### src/verilog/soc_pkg.sv
package soc_pkg;

    // --------------------------------------------------
    // Bus and register widths
    // --------------------------------------------------
    typedef logic [31:0] bus_addr_t;   // Byte address
    typedef logic [31:0] bus_data_t;
    typedef logic [3:0]  byte_sel_t;   // One bit per byte lane
    typedef logic [7:0]  ram_index_t;  // Scratch RAM word index
    typedef logic [3:0]  gpio_index_t; // From address bits 5:2
    typedef logic [4:0]  delay_sel_t;  // DDR read delay select

    // Decoded target of the current bus cycle
    typedef enum logic [1:0] {
        REGION_NONE,
        REGION_RAM,
        REGION_GPIO
    } region_t;

    // One Wishbone cycle walks through all four states in order
    typedef enum logic [1:0] {
        BUS_IDLE,
        BUS_DECODE,
        BUS_ACCESS,
        BUS_ACK
    } bus_state_t;

    // --------------------------------------------------
    // Memory map
    // --------------------------------------------------
    // Scratch RAM runs to the top of the address space and repeats every 1 KiB
    localparam bus_addr_t RAM_BASE  = 32'hFFFF_0000;
    localparam int        RAM_WORDS = 256;

    localparam bus_addr_t GPIO_BASE  = 32'h0300_0000; // Inclusive
    localparam bus_addr_t GPIO_LIMIT = 32'h0300_0100; // Exclusive

    localparam bus_data_t UNMAPPED_DATA = 32'hFFFF_FFFF;

    // Cycles of reset held after the memory controller is ready
    localparam int RESET_HOLD_CYCLES = 16;

    // GPIO register indices
    localparam gpio_index_t GPIO_DELAY_SEL = 4'd0;
    localparam gpio_index_t GPIO_LEDS      = 4'd1;
    localparam gpio_index_t GPIO_Z80_RST   = 4'd3;
    localparam gpio_index_t GPIO_I2C_SCL   = 4'd5;
    localparam gpio_index_t GPIO_I2C_SDA   = 4'd6;
    localparam gpio_index_t GPIO_USB_RST   = 4'd7;

endpackage
### src/verilog/bus_cycle_fsm.sv
module bus_cycle_fsm import soc_pkg::*; (
    input  logic    clk_rv,
    input  logic    rst_rv,
    input  logic    sys_ready,
    input  logic    cyc,
    input  logic    stb,
    input  region_t region,
    output logic    latch_addr,
    output logic    access_en,
    output logic    ack,
    output logic    cpu_irq
);

    bus_state_t state;
    bus_state_t state_next;
    logic       request;
    logic       irq_pending;

    assign request = cyc && stb && sys_ready;

    // --------------------------------------------------
    // Cycle sequencing
    // --------------------------------------------------
    always_ff @(posedge clk_rv) begin
        if (!rst_rv || !sys_ready) begin
            state <= BUS_IDLE;
        end else begin
            state <= state_next;
        end
    end

    // Once accepted, a cycle always runs to completion
    always_comb begin
        state_next = state;
        case (state)
            BUS_IDLE: begin
                if (request) begin
                    state_next = BUS_DECODE;
                end
            end
            BUS_DECODE: state_next = BUS_ACCESS; // Region is valid here
            BUS_ACCESS: state_next = BUS_ACK;    // Targets write or load read data
            BUS_ACK:    state_next = BUS_IDLE;
            default:    state_next = BUS_IDLE;
        endcase
    end

    assign latch_addr = (state == BUS_IDLE) && request;
    assign access_en  = (state == BUS_ACCESS);

    // sys_ready is registered upstream, so a cycle may reach BUS_ACK just as it drops
    assign ack = (state == BUS_ACK) && sys_ready;

    // --------------------------------------------------
    // Sticky bus-error interrupt
    // --------------------------------------------------
    always_ff @(posedge clk_rv) begin
        if (!rst_rv || !sys_ready) begin
            irq_pending <= 1'b0;
        end else if ((state == BUS_DECODE) && (region == REGION_NONE)) begin
            irq_pending <= 1'b1; // Unmapped address
        end
    end

    assign cpu_irq = irq_pending && sys_ready;

endmodule

### config.mk
export PLATFORM = sky130hd
export DESIGN_NAME = bus_cycle_fsm
export DESIGN_NICKNAME = d
export VERILOG_FILES = /design/src/verilog/soc_pkg.sv /design/src/verilog/bus_cycle_fsm.sv
export SDC_FILE = /design/constraint.sdc
export NUM_CORES = 1
export LEC_CHECK = 0
export BUFFER_PORTS_ARGS = -buffer_cell sky130_fd_sc_hd__buf_4
export CORE_AREA = 2 2 39 41
export CTS_CLUSTER_SIZE = 40
export DETAILED_ROUTE_END_ITERATION = 10
export DIE_AREA = 0 0 41 43
export MAX_ROUTING_LAYER = met4
export SKIP_LAST_GASP = 1
export SYNTH_ARGS = -nofsm -noshare
export SYNTH_HDL_FRONTEND = slang
export SYNTH_SLANG_ARGS = --single-unit
export TNS_END_PERCENT = 30
### constraint.sdc
create_clock -name clk_rv -period 1.9 [get_ports clk_rv]
set_input_delay 0.285 -clock clk_rv [delete_from_list [all_inputs] [get_ports clk_rv]]
set_output_delay 0.285 -clock clk_rv [all_outputs]
set_load 0.005 [all_outputs]
==> impl_metrics.ini <==
[global_routing]
grt_overflow = 0
grt_pass1_vias = 187
grt_pass1_wl_um = 648
grt_usage_pct = 6.06
antenna_found_initial = 0
grt_max_degree = 9

[pwr]
power.internal_uw = 160
netSwitchingFraction_pct = 21.9
combPwrFrac_pct = 13.8
peakVddDrop_mv = 0.202
seq_power_share_pct = 32.4
power_density_nw_per_um2 = 591
p_leak_uw = 0.000178
power_frac_clock_pct = 53.8
p_sw_uw = 45.0

[place]
dp_cells = 48
dp_slack_ns = 0.664
portBuffers = 10
place_area_um2 = 322
routabilityCongestion = 0.597

[clock_network]
cts_root_buf = clkbuf_4
cts_tree = built
path_clk_slew_ns = 0.04
cts.htree.levels = 1
post_cts_buffers = 0
cts_sinks = 3
clockBufferDepth = 2
cts.repair.resized = 0
holdBufCountCts = 0
clock_latency_ns = 0.23
cts_made_buffers = 3

[run]
max_cap_violations = 0

[logic_synthesis]
synth_compound_area_share_pct = 12.7
synth_top_area_share_pct = 27.6
synth_seq_area_share_pct = 26.5
ys_seq_elements = 3
yosys-top-cells-count = 5 x ha_1, 3 x dfxtp_1, 3 x nand3_1
syn_inst = 22
netlist_area_um2 = 226
ys.warnings.count = 0
synth_edf_count = 0
synthTopCellsByArea = ha_1 28%, dfxtp_1 27%, mux2i_1 8.8%, nand3_1 6.6%, and2_2 6.6%
synthSimpleGateAreaFrac_pct = 21.0
postSynth.asyncResetShare_pct = 0
synth_top_family_by_area = adder cells
synth.area.mux_share_pct = 8.84
post-synth-top-count-cell = ha_1
synthAdderAreaFrac_pct = 27.6
synth_flop_cell = dfxtp_1
yosysTopAreaCell = ha_1
avgSynthCellArea_um2 = 10.3
synth_xor_xnor_area_share_pct = 0
syn-num-nets = 34
synthDistinctLibCells = 11

[status]
status = finished, final reports clean

[detailed_routing]
drt-total-wl_um = 450
vias = 205
post_drt_wl_per_cell_um = 8.65
via_per_inst = 3.94
detail-route-antenna-nets = 0
drt_first_pass_iters = 3
drc = 0
drt_iter0_markers = 6

[floorplanning]
die_area_um2 = 1760
io_pins = 11
fp.coreArea_um2 = 1380
chipWidth_um = 41
die_y_um = 43
start_util_pct = 16.4
rows = 14

[timing]
fin_ws_ns = 0.425
tns_ns = 0
skew_ns = 0.00138
maxSlewViolCount = 0
worst_pin_slew_ns = 0.172
maxSlewHeadroom_pct = 88.5
max_freq_mhz = 678
rsz0062_at_grt = false
finalSetupViolations = 0
hold_violations = 0
min_period_over_period_pct = 77.6
min_period_ns = 1.47

[worst_setup_path]
cp.arrival_ns = 1.19
path_class = reg2out
r2r_cells = 4
cp-end-kind = output pin
crit_fanout = 4
cp-start-kind = register
required_ns = 1.62

[finish]
layout.nets = 49
n_antenna_cell = 0
final_util_pct = 25.1
design_area_um2 = 348
layout-drive-gt1-share_pct = 47.2
area_growth_pct = 53.6
fin_cells = 52

[worst_hold_path]
worstHoldPathCells = 2
hp-class = in2reg
cell families after synthesis:
logic type	Yosys count
flops	3
buf+inv	2
compound gates	3
fa+ha+maj	5
mux	2
simple gates	7
layout make-up:
class	count	area (um2)
multi-input combinational	17	159
sequential	3	60.1
clock buffer	4	26.3
timing repair buffer	10	75.1
fill	159	1040
tap	16	20.0
inverter	2	7.51
worst max-delay path, cell delays in order (launching register included):
cell     delay (ns)
dfxtp_1        0.37
inv_1          0.09
ha_1           0.20
and4_2         0.17
buf_4          0.13
cell usage in the layout, fill, tap and decap left out, drive strengths merged:
cell,n
buf,10
and2,2
mux2i,2
ha,5
o211ai,1
nor3b,1
and4,1
clkbuf,4
dfxtp,3
nand3,3
o211a,1
inv,2
a21boi,1
state kept, by name (all words and copies together), names as in the netlist:
| signal | flops |
|---|---|
| state | 2 |
| irq_pending | 1 |
power groups by stage:
stage,combinational [uW],sequential (uW),clock [uW]
2_1_floorplan,12.0,67.2,0
3_3_place_gp,28.5,67.5,0
3_5_place_dp,28.7,67.5,0
4_1_cts,28.9,66.5,118
5_1_grt,31.9,66.7,128
6_report,28.4,66.6,110
per-layer routing:
metal / up-vias / share of wire [%] / wire length (um) / track usage, %
met4: 0 / 1.3 / 6 / 6.00
met3: 2 / 12 / 53 / 3.14
met1: 89 / 45 / 202 / 6.09
met2: 9 / 42 / 189 / 7.81
li1: 105 / - / - / -
met5: - / 0 / 0 / -
final timing paths:
| path | from | to | slack (ns) |
|---|---|---|---|
| max | state[0]$_SDFFE_PP0P_ | latch_addr | 0.43 |
| min | rst_rv | irq_pending$_SDFFE_PP0P_ | 0.33 |
| max reg2reg | state[0]$_SDFFE_PP0P_ | state[0]$_SDFFE_PP0P_ | 0.83 |
| min reg2reg | irq_pending$_SDFFE_PP0P_ | irq_pending$_SDFFE_PP0P_ | 0.49 |
through the flow:
step | total power, uW | hold slack (ns)
after floorplan | 79.2 | 0.418
after global placement | 96.0 | 0.474
after detailed placement | 96.1 | 0.480
after CTS | 213 | 0.324
after global routing | 226 | 0.331
final | 205 | 0.333
Power figures use the tool's default switching activity.
