===== src/verilog/soc_pkg.sv =====
package soc_pkg;

    // --------------------------------------------------
    // Bus and register widths
    // --------------------------------------------------
    typedef logic [31:0] bus_addr_t;   // Byte address
    typedef logic [31:0] bus_data_t;
    typedef logic [3:0]  byte_sel_t;   // One bit per byte lane
    typedef logic [7:0]  ram_index_t;  // Scratch RAM word index
    typedef logic [3:0]  gpio_index_t; // From address bits 5:2
    typedef logic [4:0]  delay_sel_t;  // DDR read delay select

    // Decoded target of the current bus cycle
    typedef enum logic [1:0] {
        REGION_NONE,
        REGION_RAM,
        REGION_GPIO
    } region_t;

    // One Wishbone cycle walks through all four states in order
    typedef enum logic [1:0] {
        BUS_IDLE,
        BUS_DECODE,
        BUS_ACCESS,
        BUS_ACK
    } bus_state_t;

    // --------------------------------------------------
    // Memory map
    // --------------------------------------------------
    // Scratch RAM runs to the top of the address space and repeats every 1 KiB
    localparam bus_addr_t RAM_BASE  = 32'hFFFF_0000;
    localparam int        RAM_WORDS = 256;

    localparam bus_addr_t GPIO_BASE  = 32'h0300_0000; // Inclusive
    localparam bus_addr_t GPIO_LIMIT = 32'h0300_0100; // Exclusive

    localparam bus_data_t UNMAPPED_DATA = 32'hFFFF_FFFF;

    // Cycles of reset held after the memory controller is ready
    localparam int RESET_HOLD_CYCLES = 16;

    // GPIO register indices
    localparam gpio_index_t GPIO_DELAY_SEL = 4'd0;
    localparam gpio_index_t GPIO_LEDS      = 4'd1;
    localparam gpio_index_t GPIO_Z80_RST   = 4'd3;
    localparam gpio_index_t GPIO_I2C_SCL   = 4'd5;
    localparam gpio_index_t GPIO_I2C_SDA   = 4'd6;
    localparam gpio_index_t GPIO_USB_RST   = 4'd7;

endpackage

===== src/verilog/gpio_regs.sv =====
module gpio_regs import soc_pkg::*; (
    input  logic        clk_rv,
    input  logic        rst_rv,
    input  logic        sys_ready,
    input  logic        access_en,
    input  logic        we,
    input  region_t     region,
    input  gpio_index_t gpio_index,
    input  bus_data_t   dat_w,
    input  delay_sel_t  delay_sel_det,
    input  logic        sda_in,
    output bus_data_t   gpio_rdata,
    output delay_sel_t  delay_sel_val,
    output logic        led_red_n,
    output logic        led_green_n,
    output logic        led_blue_n,
    output logic        z80_rst,
    output logic        i2c_scl,
    output logic        i2c_sda_oe,
    output logic        usb_rst_n
);

    logic led_red;
    logic led_green;
    logic led_blue;
    logic sda_reg;
    logic gpio_sel;

    assign gpio_sel = access_en && (region == REGION_GPIO);

    // --------------------------------------------------
    // Control registers
    // --------------------------------------------------
    always_ff @(posedge clk_rv) begin
        if (!rst_rv || !sys_ready) begin
            delay_sel_val <= delay_sel_det; // Follow detection until the system runs
            led_red       <= 1'b0;
            led_green     <= 1'b0;
            led_blue      <= 1'b0;
            z80_rst       <= 1'b1;          // Z80 held in reset
            i2c_scl       <= 1'b1;
            sda_reg       <= 1'b1;          // Bus released
            usb_rst_n     <= 1'b0;
        end else if (gpio_sel && we) begin
            case (gpio_index)
                GPIO_DELAY_SEL: delay_sel_val <= dat_w[4:0];
                GPIO_LEDS: begin
                    led_red   <= dat_w[0];
                    led_green <= dat_w[1];
                    led_blue  <= dat_w[2];
                end
                GPIO_Z80_RST: z80_rst   <= dat_w[0];
                GPIO_I2C_SCL: i2c_scl   <= dat_w[0];
                GPIO_I2C_SDA: sda_reg   <= dat_w[0];
                GPIO_USB_RST: usb_rst_n <= dat_w[0];
                default: ;                  // Unused indices drop writes
            endcase
        end
    end

    // Status read, loaded at the end of the access state
    always_ff @(posedge clk_rv) begin
        if (gpio_sel && !we) begin
            case (gpio_index)
                GPIO_DELAY_SEL: gpio_rdata <= {27'd0, delay_sel_det};
                GPIO_LEDS:      gpio_rdata <= {29'd0, led_blue, led_green, led_red};
                GPIO_Z80_RST:   gpio_rdata <= {31'd0, z80_rst};
                GPIO_I2C_SDA:   gpio_rdata <= {31'd0, sda_in};  // Live pin level
                default:        gpio_rdata <= '0;
            endcase
        end
    end

    // --------------------------------------------------
    // Pin drive
    // --------------------------------------------------
    assign led_red_n   = ~led_red;   // LEDs are active low
    assign led_green_n = ~led_green;
    assign led_blue_n  = ~led_blue;
    assign i2c_sda_oe  = ~sda_reg;   // Open drain, pull low when the register is 0

endmodule


===== config.mk =====
export PLATFORM = sky130hd
export DESIGN_NAME = gpio_regs
export DESIGN_NICKNAME = d
export VERILOG_FILES = /design/src/verilog/soc_pkg.sv /design/src/verilog/gpio_regs.sv
export SDC_FILE = /design/constraint.sdc
export NUM_CORES = 1
export LEC_CHECK = 0
export BUFFER_PORTS_ARGS = -buffer_cell sky130_fd_sc_hd__buf_2
export CAP_MARGIN = 20
export CELL_PAD_IN_SITES_DETAIL_PLACEMENT = 0
export CELL_PAD_IN_SITES_GLOBAL_PLACEMENT = 1
export CORE_ASPECT_RATIO = 0.7
export CORE_MARGIN = 4
export CORE_UTILIZATION = 24
export CTS_CLUSTER_SIZE = 25
export DETAILED_ROUTE_END_ITERATION = 8
export GPL_ROUTABILITY_DRIVEN = 0
export PLACE_DENSITY_LB_ADDON = 0.1
export SYNTH_ARGS = -nofsm -noshare
export SYNTH_HDL_FRONTEND = slang
export SYNTH_SLANG_ARGS = --single-unit

===== constraint.sdc =====
create_clock -name clk_rv -period 1.43 [get_ports clk_rv]
set_input_delay 0 -clock clk_rv [delete_from_list [all_inputs] [get_ports clk_rv]]
set_output_delay 0 -clock clk_rv [all_outputs]
set_load 0.02 [all_outputs]

==> results by stage <==
Clock tree:
- The number of buffers between clock root and the deepest sink is 2.
- The later pin in the worst-skew pair is clocked with a latency of 240 ps.
- Clock-pin slew was measured on the worst setup and hold paths at 60 ps.
- The root buffer cell chosen for the clock tree is sky130_fd_sc_hd__clkbuf_8.
- The CTS tree is yes.
- The post-cts sizing count is 0.
- The number of clock sinks is 17.
- TritonCTS created 3 clock buffers.
- CTS built an H-tree with a depth of 1.
- The number of buffers inserted by hold repair at cts is 0.
- Buffers added to address setup during post-CTS repair amount to 0.

Detailed routing:
- The routed design uses roughly 270 um of met3 wire.
- The routed metal-1 wirelength is ~1000 um.
- Summed over all layers, the routed wires come to 2180 um.
- After detailed routing, the average wire length per cell comes to 10.95 um.
- For this block, the via count after detailed routing is between 700 and 800.
- The post-route antenna net violation count is 0.
- Using the TritonRoute via totals, the vias-per-cell ratio works out to 3.784.
- After detailed routing, the number of remaining DRC violations is 0.
- The first routing iteration left 30 violations.
- The uppermost layer routed is met4.
- The number of detailed-routing iterations run before antenna repair is 3.
- The amount of wire on met2 after detailed routing is 891 um.

Worst setup path:
- The slowest stage cell on the critical path is sky130_fd_sc_hd__dfxtp_1.
- STA classifies the critical path startpoint as a register.
- Traced cell by cell, the critical path runs through and3b_1 -> o21ai_0 -> nand2_1.
- For this run, the slowest stage of the critical path takes ~330 ps.
- The worst register-to-register path begins at z80_rst$_SDFFE_PN1P_.
- The launch point of the worst path is z80_rst$_SDFFE_PN1P_.
- The kind of critical path is reg -> reg.
- The cell depth of the worst flop-to-flop path is 3.
- The data arrival at the endpoint of the critical path is roughly 970 ps.
- The worst path required time is ~1400 ps.
- The largest fanout on the critical path is 3.
- The element type at the critical path end is a register.

Synthesis:
- The sequential fraction of the synthesis area is between 40% and 50%.
- The cell area that synthesis handed to floorplanning was slightly above 1000 um^2.
- Averaged over all synthesized cells, the footprint is ~9.6 um^2.
- The number of instances in the synthesized netlist is ~110.
- Ranked by total cell area, the synthesized netlist is headed by sky130_fd_sc_hd__edfxtp_1 30%, sky130_fd_sc_hd__buf_4 20%, sky130_fd_sc_hd__dfxtp_1 14%.
- The number of warnings issued by yosys is 0.
- Among all flip-flop cells after synthesis, the most frequent one is sky130_fd_sc_hd__edfxtp_1.
- The top cell type's share of synthesized area is a little under 30%.
- By count the netlist is led by 27 x sky130_fd_sc_hd__buf_4, 23 x sky130_fd_sc_hd__nand2_1, 10 x sky130_fd_sc_hd__edfxtp_1.
- In the post-synthesis netlist, the cell with the most instances is sky130_fd_sc_hd__buf_4.
- Synthesis inferred 17 register bits.
- After synthesis, the netlist uses 23 different library cells.
- The largest total area in the synthesized netlist belongs to sky130_fd_sc_hd__edfxtp_1.
- The fraction of registers with async set/reset is 0%.
- Counting flops with a built-in enable in the synthesized netlist gives 10.

Run:
- The number of maximum-capacitance constraint violations is 0.

Die:
- In this run the horizontal extent of the chip is about 86 um.
- The die covers 5331 um^2.
- The vertical die dimension is around 62 um.
- The floorplan core area is ~4000 um^2.
- The initial core utilization is 25.31%.
- The top-level I/O count is 93.
- After floorplanning, the core was divided into 19 placement rows.

STA:
- The number of pins with negative max-slew slack in the final report is 0.
- The final-layout setup total negative slack is 0 ps.
- The least setup slack across all paths after layout is 460.4 ps.
- The final setup violation count is 0.
- The count of final hold-check violations is 0.
- Dividing the final minimum period by the clock period gives between 60% and 70%.
- Setup repair after global routing left no endpoint under its margin.
- Based on the critical path, the design can be clocked at up to between 1000 and 1500 MHz.
- Counting I/O delays and the setup requirement, the final critical path takes ~970 ps.
- The clock skew after layout is between 0.7 and 0.8 ps.

Final layout:
- The final-layout fill cell count is between 400 and 500.
- The total non-filler cell area in the finished layout is between 1000 and 1500 um^2.
- The area growth from synthesis to layout is 20.79%.
- The number of nets in the finished design is between 150 and 200.
- The largest registers in the layout are delay_sel_val x5, gpio_rdata x5.
- The number of antenna diodes in the final layout is 0.
- The share of layout cells above drive strength 1 is 32.65%.

Global route:
- The wire length of the first global-routing pass is between 3000 and 4000 um.
- The initial antenna violation count came to 0.
- In the global route stage, overall resource usage came out at 8.111%.
- The maximum number of pins on one net before global-route repair is 11.
- The number of global-route vias before repair is around 700.
- Summed over all layers, the global routing overflow is 0.

Placement:
- Buffers placed on the I/O ports in this run total 38.
- Prior to clock tree synthesis, the placed netlist has a worst setup slack of around 360 ps.
- After detailed placement, the total cell area comes to ~1200 um^2.
- The half-perimeter wire length after placement is around 1900 um.

Min path:
- The class of the tightest hold or removal check is in -> reg.
- The worst hold path begins at dat_w[3].
- Along the worst hold path, the cell count comes to 3.

Status:
- The flow ran to the end, and the final reports show no timing, DRC or antenna violations.

Power:
- Power spread over the standard cell area amounts to a little under 900 nW/um^2.
- The leakage component of the power is slightly above 0.6 nW.
- The worst-case vdd ir drop is between 300 and 400 uV.
metal layers:
layer | GRT usage, % | up-vias
met5 | 0 | -
met4 | 1.186 | 0
met3 | 4.491 | 2
met2 | 11.43 | 42
met1 | 11.02 | 325
li1 | - | 384
worst max-delay path, delay by kind of cell (launching register included):
| kind | cells | cell delay (ps) |
|---|---|---|
| AO/OA/AOI/OAI | 1 | 140 |
| flip-flops | 1 | 330 |
| AND/OR/NAND/NOR | 2 | 240 |
report_power, final:
part	switching [mW]	internal, mW	leakage (nW)
Sequential	0.00456	0.540	0.145
Clock	0.153	0.193	0.0255
Combinational	0.146	0.0542	0.436
Total	0.304	0.787	0.607
cell families (layout without fill, tap and decap cells):
| logic type | count (synthesis) | in the layout | synth area share (%) |
|---|---|---|---|
| buffers and inverters | 33 | 49 | 22.40 |
| muxes | 7 | 7 | 6.931 |
| DFF | 17 | 17 | 43.56 |
| AOI/OAI and AO/OA | 4 | 4 | 2.970 |
| and+or+nand+nor | 43 | 43 | 23.76 |
| other | 1 | 27 | 0.3709 |
metrics by stage:
stage | util (%) | hold slack (ps) | instances | power, mW
finish | 30.58 | 14.18 | 199 | 1.091
global route | 30.58 | 11.09 | 199 | 1.168
CTS | 30.58 | 11.49 | 199 | 1.111
detailed placement | 29.42 | 269.5 | 195 | 0.7561
global placement | 29.42 | 269.4 | 195 | 0.7545
floorplan | - | 161.6 | 131 | 0.7409
cell type report:
| cell class | count | area [um^2] | share of cell area (%) |
|---|---|---|---|
| sequential | 17 | 440.4 | 36.07 |
| timing repair buffer | 41 | 212.7 | 17.42 |
| clock buffer | 3 | 41.29 | 3.381 |
| inverter | 4 | 15.01 | 1.230 |
| multi-input combinational | 81 | 441.7 | 36.17 |
| tap | 52 | 65.06 | 5.328 |
| clock inverter | 1 | 5.005 | 0.4098 |
final timing paths:
check	to	slack, ps
worst min register to register	usb_rst_n$_SDFFE_PN0P_	470
worst max-delay path	gpio_rdata[0]$_DFFE_PP_	460
worst min-delay path	delay_sel_val[3]$_DFFE_PP_	10
worst max register to register	gpio_rdata[0]$_DFFE_PP_	460
placed cells by master (no fill, tap or decap), types with 2 or more instances in the layout:
| cell | Yosys | layout |
|---|---|---|
| sky130_fd_sc_hd__and2_1 | 3 | 3 |
| sky130_fd_sc_hd__edfxtp_1 | 10 | 10 |
| sky130_fd_sc_hd__a22o_1 | 2 | 2 |
| sky130_fd_sc_hd__buf_2 | 1 | 38 |
| sky130_fd_sc_hd__buf_4 | 27 | 3 |
| sky130_fd_sc_hd__clkbuf_8 | 0 | 3 |
| sky130_fd_sc_hd__mux2i_1 | 7 | 7 |
| sky130_fd_sc_hd__and3b_1 | 2 | 2 |
| sky130_fd_sc_hd__conb_1 | 1 | 27 |
| sky130_fd_sc_hd__nor2_1 | 5 | 5 |
| sky130_fd_sc_hd__nand4_1 | 2 | 2 |
| sky130_fd_sc_hd__inv_1 | 4 | 4 |
| sky130_fd_sc_hd__dfxtp_1 | 7 | 7 |
| sky130_fd_sc_hd__nand4b_1 | 2 | 2 |
| sky130_fd_sc_hd__nand2_1 | 23 | 23 |
No activity file was read; power rests on OpenSTA's default activity.
