<file path="src/verilog/soc_pkg.sv">
package soc_pkg;

    // --------------------------------------------------
    // Bus and register widths
    // --------------------------------------------------
    typedef logic [31:0] bus_addr_t;   // Byte address
    typedef logic [31:0] bus_data_t;
    typedef logic [3:0]  byte_sel_t;   // One bit per byte lane
    typedef logic [7:0]  ram_index_t;  // Scratch RAM word index
    typedef logic [3:0]  gpio_index_t; // From address bits 5:2
    typedef logic [4:0]  delay_sel_t;  // DDR read delay select

    // Decoded target of the current bus cycle
    typedef enum logic [1:0] {
        REGION_NONE,
        REGION_RAM,
        REGION_GPIO
    } region_t;

    // One Wishbone cycle walks through all four states in order
    typedef enum logic [1:0] {
        BUS_IDLE,
        BUS_DECODE,
        BUS_ACCESS,
        BUS_ACK
    } bus_state_t;

    // --------------------------------------------------
    // Memory map
    // --------------------------------------------------
    // Scratch RAM runs to the top of the address space and repeats every 1 KiB
    localparam bus_addr_t RAM_BASE  = 32'hFFFF_0000;
    localparam int        RAM_WORDS = 256;

    localparam bus_addr_t GPIO_BASE  = 32'h0300_0000; // Inclusive
    localparam bus_addr_t GPIO_LIMIT = 32'h0300_0100; // Exclusive

    localparam bus_data_t UNMAPPED_DATA = 32'hFFFF_FFFF;

    // Cycles of reset held after the memory controller is ready
    localparam int RESET_HOLD_CYCLES = 16;

    // GPIO register indices
    localparam gpio_index_t GPIO_DELAY_SEL = 4'd0;
    localparam gpio_index_t GPIO_LEDS      = 4'd1;
    localparam gpio_index_t GPIO_Z80_RST   = 4'd3;
    localparam gpio_index_t GPIO_I2C_SCL   = 4'd5;
    localparam gpio_index_t GPIO_I2C_SDA   = 4'd6;
    localparam gpio_index_t GPIO_USB_RST   = 4'd7;

endpackage
</file>
<file path="src/verilog/reset_stretch.sv">
module reset_stretch import soc_pkg::*; (
    input  logic clk_rv,
    input  logic rst_rv,
    input  logic init_done,
    output logic sys_ready
);

    localparam int COUNT_W = $clog2(RESET_HOLD_CYCLES + 1);

    logic [COUNT_W-1:0] hold_count;

    // Counts edges with init_done high and saturates at the hold length
    always_ff @(posedge clk_rv) begin
        if (!rst_rv || !init_done) begin
            hold_count <= '0; // Memory controller not ready, start over
        end else if (hold_count != COUNT_W'(RESET_HOLD_CYCLES)) begin
            hold_count <= hold_count + 1'b1;
        end
    end

    // Released on the 16th edge that sees init_done, dropped one edge after it falls
    assign sys_ready = (hold_count == COUNT_W'(RESET_HOLD_CYCLES));

endmodule

</file>
<file path="config.mk">
export PLATFORM = sky130hd
export DESIGN_NAME = reset_stretch
export DESIGN_NICKNAME = d
export VERILOG_FILES = /design/src/verilog/soc_pkg.sv /design/src/verilog/reset_stretch.sv
export SDC_FILE = /design/constraint.sdc
export NUM_CORES = 1
export LEC_CHECK = 0
export BUFFER_PORTS_ARGS = -buffer_cell sky130_fd_sc_hd__buf_4
export CAP_MARGIN = 20
export CORE_AREA = 2 2 39 41
export DETAILED_ROUTE_END_ITERATION = 6
export DIE_AREA = 0 0 41 43
export PLACE_DENSITY_LB_ADDON = 0.25
export RECOVER_POWER = 50
export SYNTH_ARGS = -nofsm -noshare
export SYNTH_HDL_FRONTEND = slang
export SYNTH_SLANG_ARGS = --single-unit
</file>
<file path="constraint.sdc">
create_clock -name clk_rv -period 1.8 [get_ports clk_rv]
set_input_delay 0.09 -clock clk_rv [delete_from_list [all_inputs] [get_ports clk_rv]]
set_output_delay 0.09 -clock clk_rv [all_outputs]
set_load 0.01 [all_outputs]
</file>
==> impl_metrics.json, run 1 <==
{
  "status": "finished clean",
  "antenna_found_initial": 0,
  "critPathMaxStageDelay_ns": 0.33,
  "critPathMaxFanout": 5,
  "clk_latency_ns": 0.24,
  "cts_buffer_depth": 2,
  "wirelength_um": 357,
  "final_common_cell": "dfxtp_1",
  "end_kind": "output port",
  "final.period_utilization_pct": 77.3,
  "maxCapViolCount": 0,
  "yosysWarnings": 0,
  "track_usage_pct": 6.53,
  "pin_count": 4,
  "power.leakage_nw": 0.116,
  "whs_path_depth": 3,
  "irDropWorstVdd_uv": 462,
  "path_clk_slew_ns": 0.04,
  "start_util_pct": 17.1,
  "yosysSeqAreaShare_pct": 42.3,
  "critPathSlowestCell": "and4bb_1",
  "num_antenna_cells": 0,
  "ctsRootBufferMaster": "clkbuf_4",
  "dieArea_um2": 1760,
  "fmax_mhz": 719,
  "vias": 179,
  "layout.nets": 36,
  "core_um2": 1380,
  "min_period_ns": 1.39,
  "overflow": 0,
  "ys_ff_latch": 5,
  "viasPerCell": 3.89,
  "place_congestion": 0.636,
  "drc": 0,
  "numCtsBuffers": 3,
  "first_pass_iters": 2,
  "largest_register_ffs": 5,
  "cts_num_sinks": 5,
  "cp.required_ns": 1.71,
  "drive_gt1_share_pct": 20.0,
  "grt_pass1_vias": 172,
  "grt_pass1_wl_um": 676,
  "drtIter0Drc": 11,
  "critical_path_class": "reg2out",
  "antenna_left": 0,
  "syn_area_um2": 236,
  "top_regs": "hold_count: 5 flops",
  "chipHeight_um": 43,
  "hold_path_class": "in2reg",
  "regMostFlops": "hold_count",
  "rows": 14,
  "startpoint_type": "flip-flop",
  "ctsResizeCount": 0,
  "cts_setup_buffers": 0,
  "ys_types": 12,
  "syn_inst": 24,
  "finalSetupTns_ns": 0,
  "crit_chain": "inv_1 -> ha_1 -> and4bb_1 -> buf_4",
  "fill_cells": 143,
  "crit_arrival_ns": 1.30,
  "final_hold_viol_count": 0,
  "grt_max_degree": 6,
  "clock-skew-final_ns": 0.00532,
  "rr_worst_depth": 5,
  "power_density_nw_per_um2": 876,
  "dp_hpwl_um": 252,
  "relSlewSlack_pct": 84.1,
  "rsz0062_at_grt": "false",
  "synthesis.nets": 29,
  "fin_util_pct": 21.2,
  "postCtsHoldBufs": 0,
  "drv_slew": 0,
  "setup_viol": 0,
  "wl_per_cell_um": 7.76,
  "cts_max_level": 1,
  "synthToLayoutAreaGrowth_pct": 24.3,
  "cts_tree": "built",
  "worst_slew_pin_slew_ns": 0.239,
  "numPortBuffers": 3,
  "mostFrequentLayoutCells": "dfxtp_1, nor2_1, clkbuf_4, buf_4",
  "avgSynthCellArea_um2": 9.85,
  "fin_hold_ws_ns": 0.176,
  "die_x_um": 41
}
[worst paths after layout]
check	start	endpoint	slack, ns
max	hold_count[0]	sys_ready	0.41
min	init_done	hold_count[4]	0.18
max reg2reg	hold_count[0]	hold_count[1]	0.53
min reg2reg	hold_count[4]	hold_count[4]	0.51
[per-stage QoR]
| stage | power, W | std cells | setup WS, ns | instance area [um^2] |
|---|---|---|---|---|
| 6_report | 0.000257 | 46 | 0.408 | 294 |
| 5_1_grt | 0.000278 | 46 | 0.336 | 294 |
| 4_1_cts | 0.000263 | 46 | 0.417 | 294 |
| 3_5_place_dp | 0.000130 | 42 | 0.580 | 268 |
| 3_3_place_gp | 0.000129 | 42 | 0.593 | 268 |
| 2_1_floorplan | 0.000124 | 24 | 0.605 | 236 |
[worst max-delay path, delay by kind of cell (launching register included)]
family | cells | cell delay, ns
buf+inv | 2 | 0.26
flops | 1 | 0.32
fa+ha+maj | 1 | 0.15
simple gates | 1 | 0.33
[kinds of logic (layout without fill, tap and decap cells)]
family	Yosys count	in the layout	share of synthesized area (%)
multiplexers	1	1	4.23
flip-flops	5	5	42.3
AND/OR/NAND/NOR	9	9	20.1
buffers and inverters	3	9	7.94
XOR/XNOR	4	4	14.8
adder cells (fa/ha/maj)	2	2	10.6
[power by group]
group | switching (W) | leakage (nW) | total, W | internal, W
clock network | 0.0000461 | 0.0150 | 0.000130 | 0.0000838
logic | 0.00000568 | 0.0607 | 0.0000123 | 0.00000662
registers | 0.00000187 | 0.0406 | 0.000115 | 0.000113
[Yosys cell counts]
master | count | area [um^2]
nor3_1 | 2 | 10.0
and4bb_2 | 1 | 12.5
nand3_1 | 2 | 10.0
xor2_1 | 2 | 17.5
inv_1 | 2 | 7.51
ha_1 | 2 | 25.0
xnor2_1 | 2 | 17.5
nand2_1 | 1 | 3.75
mux2i_1 | 1 | 10.0
dfxtp_1 | 5 | 100
buf_6 | 1 | 11.3
nor2_1 | 3 | 11.3
[cell type report]
cell class,count,area [um^2],share of cell area [%]
well taps,16,20.0,6.81
clock buffers,4,26.3,8.94
flip-flops and latches,5,100,34.0
multi-input cells,16,118,40.0
repair buffers,3,22.5,7.66
inverters,2,7.51,2.55
[per-layer routing]
layer / routed length, um / GRT usage, % / part of all wire (%)
met1: 160 / 8.06 / 45
met2: 143 / 5.94 / 40
met3: 39 / 6.28 / 11
met4: 13 / 6.00 / 3.6
met5: 0 / 0 / 0
Note: power is estimated with default switching activity, not from simulation.
==> run 2, diff against run 1 <==
ABC_AREA = 1   (was not set)
clock period = 1.4 ns   (was 1.8 ns; I/O delays follow)
==> run 2 against run 1 <==
  * Utilization is 2.7 points higher
  * Non-clock buffer count stayed put
  * Critical path depth is 3 higher
  * Register-to-register slack worse by 0.16 ns
  * Wire length is 36% higher
  * Sequential share of layout area is 3.1 points lower
  * Via count is 34% higher
==> impl_metrics.json, run 2 <==
{
  "crit_chain": "inv_1 -> ha_1 -> nand2_1 -> inv_1 -> nand2_1 -> inv_1 -> buf_4",
  "synth_common_cells": "nand2_1, inv_1, dfxtp_1, a21oi_1, nand3_1",
  "rrSetupSlack_ns": 0.37,
  "min_period_ns": 1.30,
  "num_antenna_cells": 0,
  "grt_max_degree": 7,
  "crit_arrival_ns": 1.23,
  "rows": 14,
  "place_ws_ns": 0.308,
  "irDropWorstVdd_uv": 230,
  "finalSetupTns_ns": 0,
  "ctsResizeCount": 0,
  "antenna_left": 0,
  "final_common_cell": "nand2_1",
  "final_hold_viol_count": 0,
  "numCtsBuffers": 3,
  "power_density_nw_per_um2": 1030,
  "pin_count": 4,
  "dieArea_um2": 1760,
  "reg2reg_to": "hold_count[0]",
  "fin_ws_ns": 0.0993,
  "core_um2": 1380,
  "first_pass_iters": 2,
  "syn_area_um2": 260,
  "hold_path_class": "in2reg",
  "mostFrequentLayoutCells": "nand2_1, inv_1, nand3_1, a21oi_1",
  "cts_setup_buffers": 0,
  "cp.required_ns": 1.33,
  "synthToLayoutAreaGrowth_pct": 27.4,
  "start_util_pct": 18.8,
  "synth_top_cell_by_area": "dfxtp_1",
  "cts_num_sinks": 5,
  "place_congestion": 0.651,
  "synth_area_leaders": "dfxtp_1, nand2_1, inv_1",
  "place_area_um2": 303,
  "fin_area_um2": 332,
  "drv_slew": 0,
  "yosysWarnings": 0,
  "critPathMaxFanout": 5,
  "grt_pass1_vias": 222,
  "synthArstFlopShare_pct": 0,
  "synthesis.nets": 42,
  "rr_worst_depth": 6,
  "top_regs": "hold_count: 5 flops",
  "cts_tree": "built",
  "power.leakage_nw": 0.144,
  "cts_buffer_depth": 2,
  "end_kind": "output port",
  "wirelength_um": 485,
  "clk_latency_ns": 0.25,
  "hp-start": "init_done",
  "synth_top_area_share_pct": 38.5,
  "die_x_um": 41,
  "clock-skew-final_ns": 0.00197,
  "ys_ff_latch": 5,
  "final.period_utilization_pct": 92.9,
  "regMostFlops": "hold_count",
  "setup_viol": 0,
  "yosysSeqAreaShare_pct": 38.5,
  "relSlewSlack_pct": 85.2,
  "fmax_mhz": 769,
  "postCtsHoldBufs": 0,
  "total_power_w": 0.000341,
  "r2r-start": "hold_count[0]",
  "post-synth-top-count-cell": "nand2_1",
  "vias": 239,
  "status": "finished clean",
  "path_clk_slew_ns": 0.05,
  "maxCapViolCount": 0,
  "drtIter0Drc": 4,
  "largest_register_ffs": 5,
  "critical_path_class": "reg2out",
  "overflow": 0,
  "drc": 0,
  "layout.nets": 50,
  "viasPerCell": 3.98,
  "ys_types": 10,
  "chipHeight_um": 43,
  "rsz0062_at_grt": "false",
  "synth_edf_count": 0,
  "numPortBuffers": 3,
  "path_buf_inv": 4,
  "worst_path_most_repeated_cell": "inv_1",
  "critPathSlowestCell": "dfxtp_2",
  "startpoint_type": "flip-flop",
  "antenna_found_initial": 0,
  "cts_max_level": 1,
  "worst_slew_pin_slew_ns": 0.221,
  "track_usage_pct": 7.54,
  "critPathTopFamily": "flip-flops",
  "dp_hpwl_um": 368,
  "hold-path-endpoint": "hold_count[4]",
  "wl_per_cell_um": 8.08,
  "fin_util_pct": 24.0,
  "syn_inst": 37,
  "grt_pass1_wl_um": 828,
  "synthFlopType": "dfxtp_1",
  "whs_path_depth": 3,
  "drive_gt1_share_pct": 20.5,
  "critPathMaxStageDelay_ns": 0.34,
  "ctsRootBufferMaster": "clkbuf_4",
  "avgSynthCellArea_um2": 7.03
}
## run 2: where the power goes
part	switching, W	total (W)	leakage [nW]	internal (W)
combinational	0.00000919	0.0000178	0.0872	0.00000866
clock	0.0000658	0.000174	0.0150	0.000108
sequential	0.00000286	0.000149	0.0414	0.000146
## run 2: worst max-delay path by stage
stage	from	end	slack (ns)	cells past startpoint
finish	hold_count[0]	sys_ready	0.1	7
global route	hold_count[0]	sys_ready	0.002	7
CTS	hold_count[0]	sys_ready	0.04	7
detailed placement	hold_count[0]	sys_ready	0.31	7
global placement	hold_count[0]	sys_ready	0.30	7
floorplan	hold_count[0]	hold_count[0]	0.41	6
## run 2: worst min-delay path, delay by kind of cell
kind	cells	cell delay (ns)
compound gates	1	0.05
buf+inv	1	0.10
simple gates	1	0.10
## run 2: layout make-up
type | count | area, um^2
Multi-Input combinational cell | 25 | 134
Inverter | 7 | 26.3
Fill cell | 158 | 1050
Tap cell | 16 | 20.0
Sequential cell | 5 | 103
Clock buffer | 4 | 26.3
Timing Repair Buffer | 3 | 22.5
## run 2: logic make-up (layout without fill, tap and decap cells)
kind of cell	after synthesis	after routing	share of synthesized area (%)
XOR/XNOR	1	1	3.37
flip-flops	5	5	38.5
AO/OA/AOI/OAI	4	4	7.69
buffers and inverters	7	14	10.1
adder cells (fa/ha/maj)	2	2	9.61
AND/OR/NAND/NOR	18	18	30.8
## run 2: per-stage QoR
stage	instances	hold slack (ns)
2_1_floorplan	37	0.231
3_3_place_gp	56	0.380
3_5_place_dp	56	0.383
4_1_cts	60	0.133
5_1_grt	60	0.138
6_report	60	0.129
## run 2: metal layers
metal | part of all wire (%) | track usage, % | up-vias | wire (um)
met1 | 44 | 6.77 | 102 | 211
met3 | 4.5 | 6.28 | 0 | 22
met4 | 0 | 6.00 | 0 | 0
met2 | 52 | 10.3 | 6 | 250
met5 | 0 | 0 | - | 0
li1 | - | - | 131 | -
