$ cat src/verilog/soc_pkg.sv
package soc_pkg;

    // --------------------------------------------------
    // Bus and register widths
    // --------------------------------------------------
    typedef logic [31:0] bus_addr_t;   // Byte address
    typedef logic [31:0] bus_data_t;
    typedef logic [3:0]  byte_sel_t;   // One bit per byte lane
    typedef logic [7:0]  ram_index_t;  // Scratch RAM word index
    typedef logic [3:0]  gpio_index_t; // From address bits 5:2
    typedef logic [4:0]  delay_sel_t;  // DDR read delay select

    // Decoded target of the current bus cycle
    typedef enum logic [1:0] {
        REGION_NONE,
        REGION_RAM,
        REGION_GPIO
    } region_t;

    // One Wishbone cycle walks through all four states in order
    typedef enum logic [1:0] {
        BUS_IDLE,
        BUS_DECODE,
        BUS_ACCESS,
        BUS_ACK
    } bus_state_t;

    // --------------------------------------------------
    // Memory map
    // --------------------------------------------------
    // Scratch RAM runs to the top of the address space and repeats every 1 KiB
    localparam bus_addr_t RAM_BASE  = 32'hFFFF_0000;
    localparam int        RAM_WORDS = 256;

    localparam bus_addr_t GPIO_BASE  = 32'h0300_0000; // Inclusive
    localparam bus_addr_t GPIO_LIMIT = 32'h0300_0100; // Exclusive

    localparam bus_data_t UNMAPPED_DATA = 32'hFFFF_FFFF;

    // Cycles of reset held after the memory controller is ready
    localparam int RESET_HOLD_CYCLES = 16;

    // GPIO register indices
    localparam gpio_index_t GPIO_DELAY_SEL = 4'd0;
    localparam gpio_index_t GPIO_LEDS      = 4'd1;
    localparam gpio_index_t GPIO_Z80_RST   = 4'd3;
    localparam gpio_index_t GPIO_I2C_SCL   = 4'd5;
    localparam gpio_index_t GPIO_I2C_SDA   = 4'd6;
    localparam gpio_index_t GPIO_USB_RST   = 4'd7;

endpackage
$ cat src/verilog/addr_decode.sv
module addr_decode import soc_pkg::*; (
    input  logic        clk_rv,
    input  logic        rst_rv,
    input  logic        latch_addr,
    input  bus_addr_t   adr,
    input  bus_data_t   ram_rdata,
    input  bus_data_t   gpio_rdata,
    output region_t     region,
    output gpio_index_t gpio_index,
    output ram_index_t  ram_index,
    output bus_data_t   dat_r
);

    logic in_ram;
    logic in_gpio;

    // --------------------------------------------------
    // Window compare
    // --------------------------------------------------
    assign in_ram  = (adr >= RAM_BASE);                         // Up to the top of memory
    assign in_gpio = (adr >= GPIO_BASE) && (adr < GPIO_LIMIT);

    always_ff @(posedge clk_rv) begin
        if (!rst_rv) begin
            region <= REGION_NONE;
        end else if (latch_addr) begin
            if (in_ram) begin
                region <= REGION_RAM;
            end else if (in_gpio) begin
                region <= REGION_GPIO;
            end else begin
                region <= REGION_NONE; // Raises the bus-error interrupt
            end
        end
    end

    // Word indices inside the windows
    always_ff @(posedge clk_rv) begin
        if (latch_addr) begin
            gpio_index <= adr[5:2];
            ram_index  <= adr[9:2]; // Higher bits ignored, so the RAM echoes every 1 KiB
        end
    end

    // --------------------------------------------------
    // Read data return
    // --------------------------------------------------
    always_comb begin
        case (region)
            REGION_RAM:  dat_r = ram_rdata;
            REGION_GPIO: dat_r = gpio_rdata;
            default:     dat_r = UNMAPPED_DATA;
        endcase
    end

endmodule

$ cat config.mk
export PLATFORM = sky130hd
export DESIGN_NAME = addr_decode
export DESIGN_NICKNAME = d
export VERILOG_FILES = /design/src/verilog/soc_pkg.sv /design/src/verilog/addr_decode.sv
export SDC_FILE = /design/constraint.sdc
export NUM_CORES = 1
export LEC_CHECK = 0
export BUFFER_PORTS_ARGS = -buffer_cell sky130_fd_sc_hd__buf_2
export CORE_ASPECT_RATIO = 1.2
export CORE_MARGIN = 4
export CORE_UTILIZATION = 27
export CTS_CLUSTER_SIZE = 8
export DETAILED_ROUTE_END_ITERATION = 16
export GPL_TIMING_DRIVEN = 0
export PLACE_DENSITY = 0.86
export SYNTH_ARGS = -nofsm -noshare
export SYNTH_HDL_FRONTEND = slang
export SYNTH_SLANG_ARGS = --single-unit
export TNS_END_PERCENT = 30
$ cat constraint.sdc
create_clock -name clk_rv -period 1.6 [get_ports clk_rv]
set_clock_uncertainty 0.15 [all_clocks]
set_input_delay 0.24 -clock clk_rv [delete_from_list [all_inputs] [get_ports clk_rv]]
set_output_delay 0.24 -clock clk_rv [all_outputs]
set_load 0.02 [all_outputs]
==> flow_metrics.py, run 1 <==
metrics = {
    "run_status": {
        "status": "finished with violations",
        "violations": "setup timing",
    },
    "synthesis": {
        "synth_area_leaders": "a221o_1, edfxtp_1, dfxtp_1, nor4_2, clkbuf_1",
        "yosysWarnings": 0,
        "yosysTopAreaCellShare_pct": 38.85,
        "syn-instance-count": 78,
        "synth_commonest_cells": "a221o_1, clkbuf_1, edfxtp_1",
        "syn_avg_cell_area_um2": 10.57,
        "synth_seq_cells": 10,
        "synth_top_area_cell": "a221o_1",
        "synth_edf_count": 8,
        "synth_nets": 179,
        "syn-cell-area_um2": 824.5,
        "synth-main-ff-cell": "edfxtp_1",
        "synthDistinctLibCells": 16,
        "yosysSeqAreaShare_pct": 33.99,
        "yosysMostFrequentCell": "a221o_1",
        "async_reset_ff_share_pct": 0,
    },
    "drt": {
        "wirelength_um": 4146,
        "num_vias": 1406,
        "remaining_drc_errors": 0,
        "ant_nets": 0,
        "viasPerCell": 5.346,
        "drt_first_pass_iters": 4,
        "first_iter_violations": 107,
        "wire_per_inst_um": 15.76,
    },
    "floorplan": {
        "num_rows": 21,
        "core_area_um2": 2864,
        "fp.dieArea_um2": 4006,
        "start_util_pct": 28.79,
        "die_width_um": 58.45,
        "io_pins": 145,
        "dieHeight_um": 68.54,
    },
    "global_route": {
        "grt_max_degree": 11,
        "overflow": 0,
        "antenna_found_initial": 0,
        "grt_pass1_vias": 1389,
        "grt.total_usage_pct": 19.49,
        "grt_first_pass_wirelength_um": 6023,
    },
    "timing": {
        "post-route-period-util_pct": 118.5,
        "fin_hold_ws_ns": 0.01159,
        "hold_viol": 0,
        "worst_pin_slew_ns": 0.2408,
        "setup_ws_ns": -0.2955,
        "slew_viol_final": 0,
        "slew_headroom_pct": 83.80,
        "setup_violations": 32,
        "rsz0062_at_grt": "yes",
        "min_period_ns": 1.895,
        "max_freq_mhz": 527.6,
    },
    "setup_path": {
        "worst-path-max-fanout": 8,
        "worst_ep_required_time_ns": 1.21,
        "critPathArrivalTime_ns": 1.51,
        "cp-end-kind": "output pin",
        "worst-r2r-cell-count": 2,
        "startpoint_type": "flop",
        "critPathKind": "flop to output pin",
    },
    "hold_path": {
        "hold_class": "primary input to flop",
        "min_path_cells": 1,
    },
    "layout": {
        "nFillCells": 261,
        "antennaDiodeCount": 0,
        "stdcell_area_um2": 1844,
        "layout.nets": 332,
        "multi_input_area_um2": 498.0,
        "regArea_um2": 287.8,
        "drive_above_1_share_pct": 75.55,
        "fin_util_pct": 64.39,
        "syn_to_final_growth_pct": 123.7,
    },
    "cts": {
        "hold_buffers": 0,
        "clock-sinks": 10,
        "cts_buffer_depth": 2,
        "numCtsBuffers": 3,
        "htree_levels": 1,
        "clk_pin_slew_worst_paths_ns": 0.06,
        "cts_tree": "yes",
        "worstSkewPairLatency_ns": 0.25,
        "cts_root_buf": "clkbuf_4",
    },
    "pwr": {
        "ir_worst_vdd_uv": 437.5,
        "p_leak_nw": 0.9244,
        "power.density_nw_per_um2": 358.3,
    },
    "place": {
        "io_buffers": 142,
        "place_area_um2": 1615,
        "place_congestion": 0.8119,
        "hpwlAfterDp_um": 3430,
        "pre_cts_ws_ns": -0.1631,
    },
    "flow_run": {
        "max_cap_viol_count": 0,
    },
}
==> sequential cells by signal, indices dropped and copies added, names as in the netlist <==
name	flops
gpio_index	3
ram_index	5
region	2
==> cell type report <==
class                      count  share of cell area, %
clock buffer                   3                  1.221
buffer                        13                  7.191
tap                           34                  2.307
inverter                       2                 0.4071
multi-input combinational     53                  27.00
timing repair buffer         148                  46.27
sequential                    10                  15.60
==> worst paths after layout <==
check                           slack [ns]       from      endpoint
worst max register to register        0.66  region[0]     region[0]
worst min register to register        0.46  region[1]     region[1]
worst max-delay path                 -0.30  region[0]      dat_r[5]
worst min-delay path                  0.01     adr[7]  ram_index[5]
==> what timing repair did <==
action	CTS	global route
pin swaps	2	3
gates cloned	4	0
gates resized for setup	37	15
buffers inserted	2	0
endpoints found under the setup margin	32	32
==> through the flow <==
stage | power, mW | setup TNS (ns) | instances
2_1_floorplan | 0.3578 | -0.1930 | 78
3_3_place_gp | 0.5046 | -3.386 | 254
3_5_place_dp | 0.5105 | -4.072 | 254
4_1_cts | 0.6684 | -9.012 | 263
5_1_grt | 0.6998 | -10.81 | 263
6_report | 0.6607 | -8.693 | 263
==> power by group <==
part | internal (mW) | switching [mW] | leakage (nW)
registers | 0.296 | 0.00606 | 0.0960
clock network | 0.0859 | 0.0693 | 0.0138
logic | 0.111 | 0.0930 | 0.815
total | 0.492 | 0.168 | 0.924
==> placed cells by master, fill, tap and decap left out, types with 3 or more instances in the layout <==
| cell type | count |
|---|---|
| a221o_1 | 32 |
| buf_2 | 125 |
| buf_4 | 12 |
| buf_6 | 14 |
| clkbuf_4 | 7 |
| clkbuf_8 | 6 |
| edfxtp_1 | 8 |
| nand2_1 | 3 |
| nand4_1 | 5 |
| nor4_2 | 3 |
==> metal layers <==
layer  wire [um]  global-route usage, %  part of all wire (%)
met5           0                      0                     0
met4          33                  6.377                  0.80
met3         591                  4.097                    14
met2        2159                  38.97                    52
met1        1363                  19.73                    33
==> critical path: stages (launching register included) <==
cell and delay [ns]:
dfxtp_4 0.37, inv_2 0.05, ha_4 0.25, buf_4 0.16, a221o_1 0.26, buf_4 0.16
==> cells by family (layout without fill, tap and decap cells) <==
| family | Yosys count | in the layout | synth area share (%) |
|---|---|---|---|
| simple gates | 17 | 17 | 13.51 |
| buf+inv | 15 | 166 | 8.650 |
| fa+ha+maj | 2 | 2 | 3.034 |
| flops | 10 | 10 | 33.99 |
| compound gates | 34 | 34 | 40.82 |
Note: power is estimated with default switching activity, not from simulation.
==> run 2: changes to the inputs <==
--- a/constraint.sdc
+++ b/constraint.sdc
@@ -3,3 +3,3 @@
 set_input_delay 0.24 -clock clk_rv [delete_from_list [all_inputs] [get_ports clk_rv]]
 set_output_delay 0.24 -clock clk_rv [all_outputs]
-set_load 0.02 [all_outputs]
+set_load 0.1 [all_outputs]
==> run 2 against run 1 <==
  * The flow still finishes with violations (setup timing)
  * Global-route usage is 7.1 points higher
  * Final area is 44% higher
  * Largest cell class unchanged
  * Via count is 10% higher
  * Worst hold slack better by 0.0025 ns
  * Combinational power is 92% higher
  * Sequential share of layout area is 4.8 points lower
  * Register-to-register slack hardly changed
  * Final cell count is 1.5% higher
  * First-iteration DRC count is 6.5% higher
==> flow_metrics.py, run 2 (synthesized netlist as in run 1, its figures left out) <==
metrics = {
    "pwr": {
        "clkPwrFrac_pct": 21.1,
        "p_leak_nw": 1.212,
        "p_int_uw": 505.8,
        "switchingPower_uw": 373.5,
        "pwr-share-seq_pct": 34.4,
        "power.density_nw_per_um2": 330.4,
        "switching_share_pct": 42.47,
        "ir_worst_vdd_uv": 508.6,
        "p_total_uw": 879.3,
        "power_frac_comb_pct": 44.5,
    },
    "drt": {
        "top_layer": "met4",
        "wl_met2_um": 3722,
        "first_iter_violations": 114,
        "viasPerCell": 5.816,
        "wire_per_inst_um": 24.89,
        "wirelength_um": 6645,
        "num_vias": 1553,
        "drt_first_pass_iters": 4,
        "wl_met3_um": 633,
        "remaining_drc_errors": 0,
        "drt-met1-wl_um": 2005,
        "ant_nets": 0,
    },
    "hold_path": {
        "hold_class": "primary input to flop",
        "min_path_cells": 1,
    },
    "floorplan": {
        "start_util_pct": 28.79,
        "die_width_um": 58.45,
        "dieHeight_um": 68.54,
        "fp.dieArea_um2": 4006,
        "core_area_um2": 2864,
        "io_pins": 145,
        "num_rows": 21,
    },
    "timing": {
        "slew_viol_final": 0,
        "max_freq_mhz": 488.0,
        "worst_pin_slew_ns": 0.5027,
        "rsz0062_at_grt": "yes",
        "min_period_ns": 2.049,
        "fin_hold_ws_ns": 0.01409,
        "post-route-period-util_pct": 128.1,
        "finalSetupTns_ns": -13.69,
        "hold_viol": 0,
        "slew_headroom_pct": 66.72,
        "setup_violations": 32,
        "setup_ws_ns": -0.4491,
    },
    "global_route": {
        "antenna_found_initial": 0,
        "grt_first_pass_wirelength_um": 7941,
        "grt_max_degree": 11,
        "grt.total_usage_pct": 26.64,
        "grt_pass1_vias": 1566,
        "overflow": 0,
    },
    "setup_path": {
        "worst-path-max-fanout": 10,
        "startpoint_type": "flop",
        "critPathArrivalTime_ns": 1.66,
        "crit_path_cell_trace": "inv_4 > ha_4 > clkbuf_16 > a221o_4 > buf_12",
        "worst-r2r-cell-count": 2,
        "critPathTopFamily": "flip-flops",
        "regToRegSetupSlack_ns": 0.65,
        "worst_ep_required_time_ns": 1.21,
        "crit_buf_inv": 3,
        "slowest_delay_ns": 0.39,
        "critPathKind": "flop to output pin",
        "slowest_stage": "dfxtp_4",
        "cp-end-kind": "output pin",
        "path_depth": 5,
    },
    "layout": {
        "layout.nets": 335,
        "nFillCells": 96,
        "fin_util_pct": 92.92,
        "largest_reg_flops": 5,
        "top_regs": "ram_index: 5 flops, gpio_index: 3 flops, region: 2 flops",
        "mostFrequentLayoutCells": "buf_2, a221o_4, buf_12",
        "syn_to_final_growth_pct": 222.8,
        "multi_input_area_um2": 838.3,
        "final_common_cell": "buf_2",
        "drive_above_1_share_pct": 87.12,
        "regMostFlops": "ram_index",
        "regArea_um2": 287.8,
        "antennaDiodeCount": 0,
    },
    "place": {
        "io_buffers": 142,
        "hpwlAfterDp_um": 3749,
        "place_congestion": 0.6875,
    },
    "cts": {
        "numCtsBuffers": 3,
        "clock-sinks": 10,
        "cts_tree": "yes",
        "cts_buffer_depth": 2,
        "worstSkewPairLatency_ns": 0.26,
        "clk_pin_slew_worst_paths_ns": 0.08,
        "cts_root_buf": "clkbuf_4",
        "htree_levels": 1,
    },
    "flow_run": {
        "max_cap_viol_count": 0,
    },
    "run_status": {
        "violations": "setup timing",
        "status": "finished with violations",
    },
}
-- run 2: power groups by stage --
stage	clock network (mW)	registers [mW]	logic, mW
after detailed placement	0	0.307	0.365
final	0.186	0.302	0.391
after floorplan	0	0.426	0.0781
after global routing	0.206	0.304	0.404
after global placement	0	0.306	0.355
after CTS	0.173	0.301	0.373
-- run 2: routing by layer --
layer / up-vias / track usage (%)
met5: - / 0
met4: 0 / 6.957
met3: 25 / 6.145
met2: 129 / 56.84
met1: 737 / 24.37
li1: 662 / -
-- run 2: final timing paths --
kind                            startpoint            end
worst max-delay path             region[0]      dat_r[24]
worst min-delay path                adr[3]  gpio_index[1]
worst max register to register   region[0]      region[0]
worst min register to register   region[0]      region[0]
-- run 2: area by class of cell --
class | count | share of cell area [%]
timing repair buffer | 151 | 47.25
multi-input combinational | 53 | 31.50
sequential | 10 | 10.81
buffer | 13 | 7.475
tap | 34 | 1.598
clock buffer | 3 | 0.8463
inverter | 2 | 0.3761
clock inverter | 1 | 0.1410
-- run 2: through the flow --
step	instances	setup WS (ns)	area [um^2]
2_1_floorplan	78	-0.2950	1280
3_3_place_gp	254	-0.2347	2033
3_5_place_dp	254	-0.2527	2033
4_1_cts	264	-0.4216	2624
5_1_grt	267	-0.4796	2661
6_report	267	-0.4491	2661
-- run 2: what timing repair did --
item / 4_1_cts / 5_1_grt
hold buffers: 4 / 1
cloned: 0 / 1
resized for setup: 129 / 5
setup endpoints to repair: 32 / 32
endpoints found under the hold margin: 4 / 1
buffers inserted: 2 / 1
==> run 3: changes to the inputs <==
PLACE_DENSITY = default   (was 0.86)
PLACE_DENSITY_LB_ADDON = 0.15   (was default)
==> run 3 against run 2 <==
  * The flow still finishes with violations (setup timing)
  * Wire length shrank 15%
  * First-iteration DRC count shrank 48%
  * Sequential power is essentially flat
  * Combinational power shrank 2%
  * Final cell count shrank 1.1%
  * Critical path depth is the same
  * Clock power shrank 8%
  * Register-to-register slack is essentially flat
  * Via count shrank 5.7%
  * Die area is the same
  * Largest power group unchanged
  * Count of clock-buffer cells in the layout is the same
  * Sequential share of layout area grew 0.22 points
==> flow_metrics.py, run 3 (synthesized netlist as in run 1, its figures left out) <==
metrics = {
    "run_status": {
        "status": "finished with violations",
        "violations": "setup timing",
    },
    "layout": {
        "antennaDiodeCount": 0,
        "regMostFlops": "ram_index",
        "drive_above_1_share_pct": 86.96,
        "mostFrequentLayoutCells": "buf_2, a221o_4, buf_12",
        "largest_reg_flops": 5,
        "top_regs": "ram_index: 5 flops, gpio_index: 3 flops, region: 2 flops",
        "syn_to_final_growth_pct": 216.4,
        "fin_util_pct": 91.09,
        "final_common_cell": "buf_2",
        "layout.nets": 332,
    },
    "cts": {
        "clock-sinks": 10,
        "cts_tree": "yes",
        "numCtsBuffers": 3,
        "cts_root_buf": "clkbuf_4",
        "htree_levels": 1,
        "worstSkewPairLatency_ns": 0.26,
        "clk_pin_slew_worst_paths_ns": 0.06,
        "cts_buffer_depth": 2,
    },
    "place": {
        "place_congestion": 0.7720,
        "hpwlAfterDp_um": 3479,
        "io_buffers": 142,
        "pre_cts_ws_ns": -0.2378,
    },
    "drt": {
        "remaining_drc_errors": 0,
        "drt-met1-wl_um": 1555,
        "wl_met2_um": 3364,
        "wirelength_um": 5672,
        "ant_nets": 0,
        "first_iter_violations": 59,
        "wl_met3_um": 612,
        "num_vias": 1465,
        "wire_per_inst_um": 21.48,
        "viasPerCell": 5.549,
        "top_layer": "met4",
        "drt_first_pass_iters": 4,
    },
    "pwr": {
        "switchingPower_uw": 352.1,
        "p_int_uw": 505.3,
        "clkPwrFrac_pct": 20.0,
        "power_frac_comb_pct": 44.8,
        "power.density_nw_per_um2": 328.7,
        "p_total_uw": 857.4,
        "ir_worst_vdd_uv": 527.4,
        "switching_share_pct": 41.06,
        "p_leak_nw": 1.193,
        "pwr-share-seq_pct": 35.2,
    },
    "timing": {
        "setup_ws_ns": -0.4341,
        "worst_pin_slew_ns": 0.4978,
        "max_freq_mhz": 491.6,
        "slew_viol_final": 0,
        "rsz0062_at_grt": "yes",
        "hold_viol": 0,
        "post-route-period-util_pct": 127.1,
        "finalSetupTns_ns": -13.13,
        "slew_headroom_pct": 67.04,
        "setup_violations": 32,
        "min_period_ns": 2.034,
        "fin_hold_ws_ns": 0.01387,
    },
    "floorplan": {
        "num_rows": 21,
        "core_area_um2": 2864,
        "io_pins": 145,
        "start_util_pct": 28.79,
        "dieHeight_um": 68.54,
        "die_width_um": 58.45,
        "fp.dieArea_um2": 4006,
    },
    "global_route": {
        "grt_first_pass_wirelength_um": 7879,
        "grt_max_degree": 11,
        "antenna_found_initial": 0,
        "overflow": 0,
        "grt.total_usage_pct": 26.96,
        "grt_pass1_vias": 1553,
    },
    "setup_path": {
        "worst-r2r-cell-count": 2,
        "worst_ep_required_time_ns": 1.21,
        "critPathKind": "flop to output pin",
        "startpoint_type": "flop",
        "critPathArrivalTime_ns": 1.64,
        "cp-end-kind": "output pin",
        "regToRegSetupSlack_ns": 0.65,
        "rr_startpoint": "region[0]",
        "r2r-end": "region[0]",
        "worst-path-max-fanout": 10,
    },
    "flow_run": {
        "max_cap_viol_count": 0,
    },
    "hold_path": {
        "hold_class": "primary input to flop",
        "min-delay-start": "adr[5]",
        "min_path_cells": 1,
        "hold_end": "ram_index[3]",
    },
}
## run 3: what timing repair did
action	4_1_cts	5_1_grt
buffers inserted	1	0
hold buffers	0	5
setup endpoints to repair	32	32
hold endpoints to repair	0	5
resized for setup	126	7
## run 3: how the worst max path moves through the flow
stage,to,cells after the start,startpoint,slack [ns]
after detailed placement,dat_r[5],5,region[0],-0.24
final,dat_r[0],5,region[0],-0.43
after floorplan,dat_r[10],4,region[0],-0.30
after CTS,dat_r[21],5,region[1],-0.41
after global routing,dat_r[0],5,region[0],-0.46
after global placement,dat_r[13],5,region[0],-0.23
## run 3: cell type report
| cell class | count | area [um^2] |
|---|---|---|
| Fill cell | 119 | 255.2 |
| Clock inverter | 1 | 3.754 |
| Sequential cell | 10 | 287.8 |
| Inverter | 2 | 10.01 |
| Tap cell | 34 | 42.54 |
| Clock buffer | 3 | 22.52 |
| Timing Repair Buffer | 148 | 1231 |
| Multi-Input combinational cell | 53 | 838.3 |
| Buffer | 13 | 172.7 |
## run 3: critical path, cell delays in order (launching register included)
cell and delay [ns]:
dfxtp_4 0.38, inv_4 0.04, ha_4 0.25, clkbuf_16 0.18, a221o_4 0.35, buf_12 0.17
## run 3: stage by stage
step	std cells	instance area (um^2)
floorplan	78	1280
global placement	254	2033
detailed placement	254	2033
CTS	259	2552
global route	264	2609
finish	264	2609
## run 3: power by group through the flow
| stage | combinational (mW) | sequential [mW] | clock [mW] |
|---|---|---|---|
| global placement | 0.355 | 0.306 | 0 |
| detailed placement | 0.364 | 0.307 | 0 |
| CTS | 0.364 | 0.301 | 0.172 |
| floorplan | 0.0781 | 0.426 | 0 |
| global route | 0.398 | 0.303 | 0.192 |
| finish | 0.384 | 0.302 | 0.171 |
## run 3: layer usage
layer  global-route usage, %  up-vias
met5                       0        -
met4                   8.696        0
met3                   7.635       12
met2                   57.82      114
met1                   22.90      680
li1                        -      659
